--- src/hw/dlxIsaPkg.sv ---
package dlxIsaPkg;

	localparam int DataWidth = 32;
	localparam int RegAddrWidth = 5;
	localparam int NumRegs = 32;
	localparam int InstrWidth = 32;
	localparam int OpcodeWidth = 6;
	localparam int ImmWidth = 16;
	localparam int ShamtWidth = 5;
	localparam int ExpWidth = 8;
	localparam int FracWidth = 23;

	// ====================================================================
	// Instruction fields, bit 0 is the leftmost bit.
	// ====================================================================
	localparam int OpcodeLo = 0;
	localparam int OpcodeHi = 5;
	localparam int Rs1Lo = 6;
	localparam int Rs1Hi = 10;
	localparam int Rs2Lo = 11;
	localparam int Rs2Hi = 15;
	localparam int RdRLo = 16;
	localparam int RdRHi = 20;
	localparam int RdILo = 11;
	localparam int RdIHi = 15;
	localparam int ImmLo = 16;
	localparam int ImmHi = 31;

	// Integer opcodes.
	localparam logic [0:OpcodeWidth-1] OpAdd = 6'h01;
	localparam logic [0:OpcodeWidth-1] OpSub = 6'h02;
	localparam logic [0:OpcodeWidth-1] OpAnd = 6'h03;
	localparam logic [0:OpcodeWidth-1] OpOr = 6'h04;
	localparam logic [0:OpcodeWidth-1] OpXor = 6'h05;
	localparam logic [0:OpcodeWidth-1] OpSlt = 6'h06;
	localparam logic [0:OpcodeWidth-1] OpSll = 6'h07;
	localparam logic [0:OpcodeWidth-1] OpSrl = 6'h08;
	localparam logic [0:OpcodeWidth-1] OpAddi = 6'h09;

	// Floating point opcodes.
	localparam logic [0:OpcodeWidth-1] OpFneg = 6'h10;
	localparam logic [0:OpcodeWidth-1] OpFabs = 6'h11;
	localparam logic [0:OpcodeWidth-1] OpFlt = 6'h12;
	localparam logic [0:OpcodeWidth-1] OpMovi2fp = 6'h13;
	localparam logic [0:OpcodeWidth-1] OpMovfp2i = 6'h14;

	// A register word seen as an integer or as an IEEE single.
	typedef union packed {
		logic [0:DataWidth-1] raw;
		struct packed {
			logic sign;
			logic [0:ExpWidth-1] exponent;
			logic [0:FracWidth-1] fraction;
		} fp;
	} dataWord_u;

endpackage

--- src/hw/dlxCorePkg.sv ---
package dlxCorePkg;

	// Operation queue sizing.
	localparam int QueueDepth = 4;
	localparam int CreditWidth = $clog2(QueueDepth + 1);
	localparam int QueuePtrWidth = $clog2(QueueDepth);

	// ====================================================================
	// Execute operations
	// ====================================================================
	localparam int ExecOpWidth = 4;

	localparam logic [0:ExecOpWidth-1] ExAdd = 4'd0;
	localparam logic [0:ExecOpWidth-1] ExSub = 4'd1;
	localparam logic [0:ExecOpWidth-1] ExAnd = 4'd2;
	localparam logic [0:ExecOpWidth-1] ExOr = 4'd3;
	localparam logic [0:ExecOpWidth-1] ExXor = 4'd4;
	localparam logic [0:ExecOpWidth-1] ExSlt = 4'd5;
	localparam logic [0:ExecOpWidth-1] ExSll = 4'd6;
	localparam logic [0:ExecOpWidth-1] ExSrl = 4'd7;
	localparam logic [0:ExecOpWidth-1] ExFneg = 4'd8;
	localparam logic [0:ExecOpWidth-1] ExFabs = 4'd9;
	localparam logic [0:ExecOpWidth-1] ExFlt = 4'd10;
	// Plain copy of operand A, used by both register moves.
	localparam logic [0:ExecOpWidth-1] ExMove = 4'd11;

endpackage

--- src/hw/regFile.sv ---
module regFile (
	input logic clk,
	input logic rst,
	input logic wrEn,
	input logic wrFp,
	input logic [0:dlxIsaPkg::RegAddrWidth-1] wrAddr,
	input logic [0:dlxIsaPkg::DataWidth-1] wrData,
	input logic rdFp,
	input logic [0:dlxIsaPkg::RegAddrWidth-1] rdAddr1,
	input logic [0:dlxIsaPkg::RegAddrWidth-1] rdAddr2,
	output logic [0:dlxIsaPkg::DataWidth-1] rdData1,
	output logic [0:dlxIsaPkg::DataWidth-1] rdData2
);

	import dlxIsaPkg::*;

	// Integer and floating point banks.
	logic [0:DataWidth-1] intBank [0:NumRegs-1];
	logic [0:DataWidth-1] fpBank [0:NumRegs-1];

	always_ff @(posedge clk) begin
		if (rst) begin
			for (int i = 0; i < NumRegs; i++) begin
				intBank[i] <= '0;
				fpBank[i] <= '0;
			end
		end else if (wrEn) begin
			if (wrFp)
				fpBank[wrAddr] <= wrData;
			else
				intBank[wrAddr] <= wrData;
		end
	end

	// Both ports read from the same bank.
	assign rdData1 = rdFp ? fpBank[rdAddr1] : intBank[rdAddr1];
	assign rdData2 = rdFp ? fpBank[rdAddr2] : intBank[rdAddr2];

endmodule

--- src/hw/issueUnit.sv ---
module issueUnit (
	input logic clk,
	input logic rst,
	input logic instrValid,
	input logic [0:dlxIsaPkg::InstrWidth-1] instrWord,
	output logic instrReady,
	output logic rdFp,
	output logic [0:dlxIsaPkg::RegAddrWidth-1] rdAddr1,
	output logic [0:dlxIsaPkg::RegAddrWidth-1] rdAddr2,
	input logic [0:dlxIsaPkg::DataWidth-1] rdData1,
	input logic [0:dlxIsaPkg::DataWidth-1] rdData2,
	input logic creditReturn,
	input logic retireFire,
	input logic [0:dlxIsaPkg::RegAddrWidth-1] retireDest,
	input logic retireFp,
	output logic opValid,
	output logic [0:dlxCorePkg::ExecOpWidth-1] opExec,
	output logic [0:dlxIsaPkg::RegAddrWidth-1] opDest,
	output logic opDestFp,
	output logic [0:dlxIsaPkg::DataWidth-1] opA,
	output logic [0:dlxIsaPkg::DataWidth-1] opB
);

	import dlxIsaPkg::*;
	import dlxCorePkg::*;

	logic [0:OpcodeWidth-1] opcode;
	logic [0:RegAddrWidth-1] rs1;
	logic [0:RegAddrWidth-1] rs2;
	logic [0:RegAddrWidth-1] rd;
	logic [0:DataWidth-1] immExt;
	logic [0:ExecOpWidth-1] execOp;
	logic known;
	logic isImm;
	logic useRs2;
	logic readFp;
	logic destFp;
	logic [0:NumRegs-1] intBusy;
	logic [0:NumRegs-1] fpBusy;
	logic [0:CreditWidth-1] creditCnt;
	logic srcBusy;
	logic dstBusy;
	logic spend;

	// ====================================================================
	// Decode
	// ====================================================================
	assign opcode = instrWord[OpcodeLo:OpcodeHi];
	assign rs1 = instrWord[Rs1Lo:Rs1Hi];
	assign rs2 = instrWord[Rs2Lo:Rs2Hi];
	assign isImm = (opcode == OpAddi);
	assign rd = isImm ? instrWord[RdILo:RdIHi] : instrWord[RdRLo:RdRHi];
	assign immExt = {{(DataWidth - ImmWidth){instrWord[ImmLo]}}, instrWord[ImmLo:ImmHi]};

	assign useRs2 = opcode inside {OpAdd, OpSub, OpAnd, OpOr, OpXor, OpSlt, OpSll, OpSrl, OpFlt};
	assign readFp = opcode inside {OpFneg, OpFabs, OpFlt, OpMovfp2i};
	assign destFp = opcode inside {OpFneg, OpFabs, OpMovi2fp};

	always_comb begin
		known = 1'b1;
		execOp = ExAdd;
		case (opcode)
			OpAdd, OpAddi: execOp = ExAdd;
			OpSub: execOp = ExSub;
			OpAnd: execOp = ExAnd;
			OpOr: execOp = ExOr;
			OpXor: execOp = ExXor;
			OpSlt: execOp = ExSlt;
			OpSll: execOp = ExSll;
			OpSrl: execOp = ExSrl;
			OpFneg: execOp = ExFneg;
			OpFabs: execOp = ExFabs;
			OpFlt: execOp = ExFlt;
			OpMovi2fp, OpMovfp2i: execOp = ExMove;
			default: known = 1'b0;
		endcase
	end

	assign rdFp = readFp;
	assign rdAddr1 = rs1;
	assign rdAddr2 = rs2;

	// ====================================================================
	// Scoreboard and credits
	// ====================================================================
	assign srcBusy = readFp ? (fpBusy[rs1] || (useRs2 && fpBusy[rs2]))
		: (intBusy[rs1] || (useRs2 && intBusy[rs2]));
	assign dstBusy = destFp ? fpBusy[rd] : intBusy[rd];

	assign instrReady = (creditCnt != '0) && !(known && (srcBusy || dstBusy));
	// Unknown opcodes are taken and dropped here.
	assign spend = instrValid && instrReady && known;

	always_ff @(posedge clk) begin
		if (rst)
			creditCnt <= CreditWidth'(QueueDepth);
		else
			creditCnt <= creditCnt - CreditWidth'(spend) + CreditWidth'(creditReturn);
	end

	always_ff @(posedge clk) begin
		if (rst) begin
			intBusy <= '0;
			fpBusy <= '0;
		end else begin
			if (retireFire) begin
				if (retireFp)
					fpBusy[retireDest] <= 1'b0;
				else
					intBusy[retireDest] <= 1'b0;
			end
			if (spend) begin
				if (destFp)
					fpBusy[rd] <= 1'b1;
				else
					intBusy[rd] <= 1'b1;
			end
		end
	end

	// Issue register.
	always_ff @(posedge clk) begin
		if (rst)
			opValid <= 1'b0;
		else
			opValid <= spend;
	end

	always_ff @(posedge clk) begin
		if (spend) begin
			opExec <= execOp;
			opDest <= rd;
			opDestFp <= destFp;
			opA <= rdData1;
			opB <= isImm ? immExt : rdData2;
		end
	end

endmodule

--- src/hw/opQueue.sv ---
module opQueue (
	input logic clk,
	input logic rst,
	input logic opValid,
	input logic [0:dlxCorePkg::ExecOpWidth-1] opExec,
	input logic [0:dlxIsaPkg::RegAddrWidth-1] opDest,
	input logic opDestFp,
	input logic [0:dlxIsaPkg::DataWidth-1] opA,
	input logic [0:dlxIsaPkg::DataWidth-1] opB,
	input logic pop,
	output logic headValid,
	output logic [0:dlxCorePkg::ExecOpWidth-1] headExec,
	output logic [0:dlxIsaPkg::RegAddrWidth-1] headDest,
	output logic headDestFp,
	output logic [0:dlxIsaPkg::DataWidth-1] headA,
	output logic [0:dlxIsaPkg::DataWidth-1] headB,
	output logic creditReturn
);

	import dlxIsaPkg::*;
	import dlxCorePkg::*;

	logic [0:ExecOpWidth-1] execMem [0:QueueDepth-1];
	logic [0:RegAddrWidth-1] destMem [0:QueueDepth-1];
	logic [0:QueueDepth-1] destFpMem;
	logic [0:DataWidth-1] aMem [0:QueueDepth-1];
	logic [0:DataWidth-1] bMem [0:QueueDepth-1];
	logic [0:QueuePtrWidth-1] wrPtr;
	logic [0:QueuePtrWidth-1] rdPtr;
	logic [0:CreditWidth-1] count;
	logic doPop;

	assign headValid = (count != '0);
	assign doPop = pop && headValid;

	always_ff @(posedge clk) begin
		if (rst) begin
			wrPtr <= '0;
			rdPtr <= '0;
			count <= '0;
			creditReturn <= 1'b0;
		end else begin
			if (opValid)
				wrPtr <= (wrPtr == QueuePtrWidth'(QueueDepth - 1)) ? '0 : wrPtr + 1'b1;
			if (doPop)
				rdPtr <= (rdPtr == QueuePtrWidth'(QueueDepth - 1)) ? '0 : rdPtr + 1'b1;
			count <= count + CreditWidth'(opValid) - CreditWidth'(doPop);
			// One credit back per popped entry.
			creditReturn <= doPop;
		end
	end

	always_ff @(posedge clk) begin
		if (opValid) begin
			execMem[wrPtr] <= opExec;
			destMem[wrPtr] <= opDest;
			destFpMem[wrPtr] <= opDestFp;
			aMem[wrPtr] <= opA;
			bMem[wrPtr] <= opB;
		end
	end

	assign headExec = execMem[rdPtr];
	assign headDest = destMem[rdPtr];
	assign headDestFp = destFpMem[rdPtr];
	assign headA = aMem[rdPtr];
	assign headB = bMem[rdPtr];

endmodule

--- src/hw/execUnit.sv ---
module execUnit (
	input logic clk,
	input logic rst,
	input logic headValid,
	input logic [0:dlxCorePkg::ExecOpWidth-1] headExec,
	input logic [0:dlxIsaPkg::RegAddrWidth-1] headDest,
	input logic headDestFp,
	input logic [0:dlxIsaPkg::DataWidth-1] headA,
	input logic [0:dlxIsaPkg::DataWidth-1] headB,
	output logic pop,
	output logic retireValid,
	output logic [0:dlxIsaPkg::DataWidth-1] retireData,
	output logic [0:dlxIsaPkg::RegAddrWidth-1] retireDest,
	output logic retireFp,
	input logic retireReady
);

	import dlxIsaPkg::*;
	import dlxCorePkg::*;

	dataWord_u wordA;
	dataWord_u wordB;
	dataWord_u fpWord;
	logic [0:DataWidth-2] magA;
	logic [0:DataWidth-2] magB;
	logic bothZero;
	logic ltBit;
	logic [0:DataWidth-1] result;

	// ====================================================================
	// FP compare
	// ====================================================================
	assign wordA.raw = headA;
	assign wordB.raw = headB;
	assign magA = {wordA.fp.exponent, wordA.fp.fraction};
	assign magB = {wordB.fp.exponent, wordB.fp.fraction};
	// +0 and -0 compare equal.
	assign bothZero = (magA == '0) && (magB == '0);

	always_comb begin
		if (bothZero)
			ltBit = 1'b0;
		else if (wordA.fp.sign != wordB.fp.sign)
			ltBit = wordA.fp.sign;
		else if (wordA.fp.sign)
			ltBit = (magB < magA);
		else
			ltBit = (magA < magB);
	end

	// ====================================================================
	// Result select
	// ====================================================================
	always_comb begin
		fpWord = wordA;
		case (headExec)
			ExAdd: result = headA + headB;
			ExSub: result = headA - headB;
			ExAnd: result = headA & headB;
			ExOr: result = headA | headB;
			ExXor: result = headA ^ headB;
			ExSlt: result = {{(DataWidth - 1){1'b0}}, $signed(headA) < $signed(headB)};
			ExSll: result = headA << headB[DataWidth-ShamtWidth:DataWidth-1];
			ExSrl: result = headA >> headB[DataWidth-ShamtWidth:DataWidth-1];
			ExFneg: begin
				fpWord.fp.sign = ~wordA.fp.sign;
				result = fpWord.raw;
			end
			ExFabs: begin
				fpWord.fp.sign = 1'b0;
				result = fpWord.raw;
			end
			ExFlt: result = {{(DataWidth - 1){1'b0}}, ltBit};
			default: result = headA;
		endcase
	end

	// Retire register takes a new result when empty or draining.
	assign pop = headValid && (!retireValid || retireReady);

	always_ff @(posedge clk) begin
		if (rst)
			retireValid <= 1'b0;
		else if (pop)
			retireValid <= 1'b1;
		else if (retireReady)
			retireValid <= 1'b0;
	end

	always_ff @(posedge clk) begin
		if (pop) begin
			retireData <= result;
			retireDest <= headDest;
			retireFp <= headDestFp;
		end
	end

endmodule

--- src/hw/dlxExecCore.sv ---
module dlxExecCore (
	input logic clk,
	input logic rst,
	input logic instrValid,
	input logic [0:dlxIsaPkg::InstrWidth-1] instrWord,
	output logic instrReady,
	output logic retireValid,
	output logic [0:dlxIsaPkg::DataWidth-1] retireData,
	output logic [0:dlxIsaPkg::RegAddrWidth-1] retireDest,
	output logic retireFp,
	input logic retireReady
);

	import dlxIsaPkg::*;
	import dlxCorePkg::*;

	logic rdFp;
	logic [0:RegAddrWidth-1] rdAddr1;
	logic [0:RegAddrWidth-1] rdAddr2;
	logic [0:DataWidth-1] rdData1;
	logic [0:DataWidth-1] rdData2;
	logic retireFire;
	logic creditReturn;
	logic opValid;
	logic [0:ExecOpWidth-1] opExec;
	logic [0:RegAddrWidth-1] opDest;
	logic opDestFp;
	logic [0:DataWidth-1] opA;
	logic [0:DataWidth-1] opB;
	logic headValid;
	logic [0:ExecOpWidth-1] headExec;
	logic [0:RegAddrWidth-1] headDest;
	logic headDestFp;
	logic [0:DataWidth-1] headA;
	logic [0:DataWidth-1] headB;
	logic pop;

	// Write back only on the retire handshake.
	assign retireFire = retireValid && retireReady;

	regFile regs (
		.clk(clk), .rst(rst),
		.wrEn(retireFire), .wrFp(retireFp), .wrAddr(retireDest), .wrData(retireData),
		.rdFp(rdFp), .rdAddr1(rdAddr1), .rdAddr2(rdAddr2),
		.rdData1(rdData1), .rdData2(rdData2)
	);

	issueUnit issue (
		.clk(clk), .rst(rst),
		.instrValid(instrValid), .instrWord(instrWord), .instrReady(instrReady),
		.rdFp(rdFp), .rdAddr1(rdAddr1), .rdAddr2(rdAddr2),
		.rdData1(rdData1), .rdData2(rdData2),
		.creditReturn(creditReturn),
		.retireFire(retireFire), .retireDest(retireDest), .retireFp(retireFp),
		.opValid(opValid), .opExec(opExec), .opDest(opDest), .opDestFp(opDestFp),
		.opA(opA), .opB(opB)
	);

	opQueue queue (
		.clk(clk), .rst(rst),
		.opValid(opValid), .opExec(opExec), .opDest(opDest), .opDestFp(opDestFp),
		.opA(opA), .opB(opB), .pop(pop),
		.headValid(headValid), .headExec(headExec), .headDest(headDest),
		.headDestFp(headDestFp), .headA(headA), .headB(headB),
		.creditReturn(creditReturn)
	);

	execUnit exec (
		.clk(clk), .rst(rst),
		.headValid(headValid), .headExec(headExec), .headDest(headDest),
		.headDestFp(headDestFp), .headA(headA), .headB(headB),
		.pop(pop), .retireValid(retireValid), .retireData(retireData),
		.retireDest(retireDest), .retireFp(retireFp), .retireReady(retireReady)
	);

endmodule

--- config.mk ---
export PLATFORM = sky130hd
export DESIGN_NAME = dlxExecCore
export DESIGN_NICKNAME = d
export VERILOG_FILES = /design/src/hw/dlxIsaPkg.sv /design/src/hw/dlxCorePkg.sv /design/src/hw/regFile.sv /design/src/hw/issueUnit.sv /design/src/hw/opQueue.sv /design/src/hw/execUnit.sv /design/src/hw/dlxExecCore.sv
export SDC_FILE = /design/constraint.sdc
export NUM_CORES = 2
export LEC_CHECK = 0
export ABC_CLOCK_PERIOD_IN_PS = 22200
export BUFFER_PORTS_ARGS = -buffer_cell sky130_fd_sc_hd__buf_2
export CORE_MARGIN = 2
export CORE_UTILIZATION = 30
export CTS_CLUSTER_SIZE = 16
export DETAILED_ROUTE_END_ITERATION = 10
export GPL_TIMING_DRIVEN = 1
export MAX_ROUTING_LAYER = met4
export PLACE_DENSITY = 0.49
export SLEW_MARGIN = 20
export SYNTH_ARGS = -nofsm -noshare
export SYNTH_HDL_FRONTEND = slang
export SYNTH_SLANG_ARGS = --single-unit
--- constraint.sdc ---
create_clock -name clk -period 22.2 [get_ports clk]
set_input_delay 2.22 -clock clk [delete_from_list [all_inputs] [get_ports clk]]
set_output_delay 2.22 -clock clk [all_outputs]
set_load 0.1 [all_outputs]
==> impl_metrics.env <==
export IMPL_run_status="complete, no violations"
export IMPL_global_route_wire_length_before_repair_um=742000
export IMPL_share_of_the_clock_period_used_by_the_worst_path_after_layout=0.383
export IMPL_drt_first_iter_violations=12482
export IMPL_gpl_final_weighted_congestion=0.943
export IMPL_synth_yosys_seq_area_share=0.550
export IMPL_place_detailed_hpwl_um=327000
export IMPL_startpoint="instrWord[8]"
export IMPL_clock_path_buffers=4
export IMPL_synth_seq_cells=2535
export IMPL_nets=8821
export IMPL_crit_fanout=50
export IMPL_drt_wl_total_um=545000
export IMPL_cts_buffers=300
export IMPL_detail_route_drc_violations=0
export IMPL_dr_wl_met3_um=49500
export IMPL_final_hold_violation_count=0
export IMPL_count_of_distinct_cell_types_in_the_synthesized_netlist=79
export IMPL_drt_pass_1_iters=6
export IMPL_drv_cap=0
export IMPL_clk_latency_ns=0.95
export IMPL_synthesized_instance_count=8911
export IMPL_grt_util_all_layers=0.238
export IMPL_path_clk_slew_ns=0.06
export IMPL_cts_resized=0
export IMPL_setup_worst_path_class="primary input to output pin"
export IMPL_synth_largest_type_area_fraction=0.539
export IMPL_worst_setup_path_end="instrReady"
export IMPL_floorplan_core_area_mm2=0.455
export IMPL_post_cts_buffers=0
export IMPL_crit_required_ns=19.98
export IMPL_placedInstanceArea_mm2=0.144
export IMPL_slew_viol_final=0
export IMPL_p_per_area_mw_per_mm2=101
export IMPL_tightest_slew_ns=1.21
export IMPL_setup_tns_ns=0
export IMPL_routed_wire_length_per_instance_um=36.6
export IMPL_synth_async_reset_ratio=0
export IMPL_synth_area_top_cells="edfxtp_1, mux4_2, and2_1"
export IMPL_globalRoute_totalOverflow=0
export IMPL_end_kind="output pin"
export IMPL_hold_buffers=0
export IMPL_cts_tree="yes"
export IMPL_finalClockSkew_ns=0.0716
export IMPL_layout_common_cells="edfxtp_1, and2_1, mux4_2"
export IMPL_setup_violations_final=0
export IMPL_via_count=86384
export IMPL_crit_path_start_kind="primary input"
export IMPL_grt_antenna_before_repair=74
export IMPL_worst_endpoint_arrival_ns=6.29
export IMPL_worst_reg_to_reg_path_cell_count=13
export IMPL_clock_root_buffer="clkbuf_16"
export IMPL_yosys_warnings=0
export IMPL_synth_top_area_cell="edfxtp_1"
export IMPL_viasPerCell=5.79
export IMPL_maxUsedRoutingLayer="met4"
export IMPL_detailroute_wirelength_met2_um=259000
export IMPL_grt_setup_unrepaired="false"
export IMPL_routedLengthMet1_um=217000
export IMPL_cts_htree_levels=5
export IMPL_maxSlewHeadroom=0.171
export IMPL_area_delta_synth_final_pct=12.2
export IMPL_hold_class="register to register"
export IMPL_route_antenna_remaining_nets=0
export IMPL_synthesis_area_per_instance_um2=15.4
export IMPL_rrSetupSlack_ns=15.35
export IMPL_die_y_um=680
export IMPL_edff_count_synth=2456
export IMPL_placementRows=248
export IMPL_commonest_non_fill_non_tap_cell_in_the_layout="edfxtp_1"
export IMPL_fin_total_pwr_uw=15500
export IMPL_fp_dieArea_mm2=0.462
export IMPL_synth_cell_area_mm2=0.137
export IMPL_final_layout_size_suffix_gt1_frac=0.271
export IMPL_max_freq_mhz=118
export IMPL_grt_start_max_net_pins=140
export IMPL_design_portCount=76
export IMPL_floorplan_initialDensity=0.301
export IMPL_vdd_drop_max_mv=0.141
export IMPL_port_buffers=75
export IMPL_ys_dominant_reg_cell="edfxtp_1"
export IMPL_clock_sinks=2535
export IMPL_p_leak_uw=0.0524
export IMPL_reg2reg_capture_point="exec.retireData[6]"
export IMPL_fp_dieW_um=680
export IMPL_layout_min_cycle_time_ns=8.51
export IMPL_hold_path_cell_count=0
export IMPL_vias_in_the_first_global_route=86570
export IMPL_mappedNetlistNets=9087
export IMPL_final_cell_area_mm2=0.154
power by group:
part	internal [uW]	total [uW]	switching, uW
clock network	2680	4750	2070
registers	5510	5710	195
logic	1390	5010	3610
cell type report:
type	instances	area (um2)
Timing Repair Buffer	336	2480
Clock buffer	375	7940
Antenna cell	38	95.1
Fill cell	43111	302000
Clock inverter	152	1230
Tap cell	6000	7510
Inverter	176	661
Multi-Input combinational cell	5296	58400
Sequential cell	2535	75300
metal layers:
layer / vias to the layer above / GRT usage
met4: 0 / 0.0795
met2: 4719 / 0.379
met3: 954 / 0.0441
met1: 46641 / 0.308
met5: - / -
li1: 34070 / -
synth_stat cells (all sizes together), types with 45 or more instances:
| cell type | instances |
|---|---|
| nor2 | 281 |
| ha | 136 |
| nand2 | 271 |
| nand3 | 45 |
| o22ai | 78 |
| o21ai | 119 |
| o21bai | 51 |
| mux4 | 1475 |
| and2 | 2064 |
| nor3 | 45 |
| inv | 175 |
| buf | 209 |
| dfxtp | 79 |
| edfxtp | 2456 |
| clkbuf | 695 |
| a21oi | 141 |
| mux2i | 88 |
metrics by stage:
step           hold WS (ns)  setup slack (ns)   util  cells
2_1_floorplan         0.459             10.77      -   8911
3_3_place_gp          0.466             13.61  0.317  14343
3_5_place_dp          0.491             13.69  0.317  14343
4_1_cts               0.504             13.69  0.337  14870
5_1_grt               0.526             13.56  0.337  14879
6_report              0.505             13.69  0.337  14908
worst max-delay path: stages:
cell     delay [ns]
buf_8          0.69
buf_4          0.84
mux4_2         0.40
mux4_2         0.50
mux2_2         0.30
o32a_1         0.40
a21o_1         0.24
a21oi_1        0.16
buf_2          0.44
registers in the layout, summed over array words and instances, names as in the netlist, 16 cells and up, named ones only:
name / count
issue.fpBusy: 32
regs.intBank: 1024
regs.fpBank: 1024
queue.bMem: 128
issue.opB: 32
queue.aMem: 128
exec.retireData: 32
issue.opA: 32
issue.intBusy: 32
queue.execMem: 16
queue.destMem: 20
how the worst min path moves through the flow:
stage	end	startpoint	slack [ns]
after detailed placement	queue.aMem[2][15]	issue.opA[16]	0.49
after global placement	queue.destMem[0][4]	issue.opDest[0]	0.47
after CTS	issue.fpBusy[18]	issue.fpBusy[18]	0.50
final	queue.aMem[2][10]	issue.opA[21]	0.50
after global routing	queue.destMem[2][3]	issue.opDest[1]	0.53
after floorplan	queue.aMem[0][0]	issue.opA[31]	0.46
kinds of logic after synthesis:
kind of cell	synth area share
AOI/OAI and AO/OA	0.0332
xor gates and xnor gates	0.00141
adders and majority gates	0.0131
buffers and inverters	0.0303
DFF	0.550
muxes	0.252
and+or+nand+nor	0.120
Note: power is estimated with default switching activity, not from simulation.
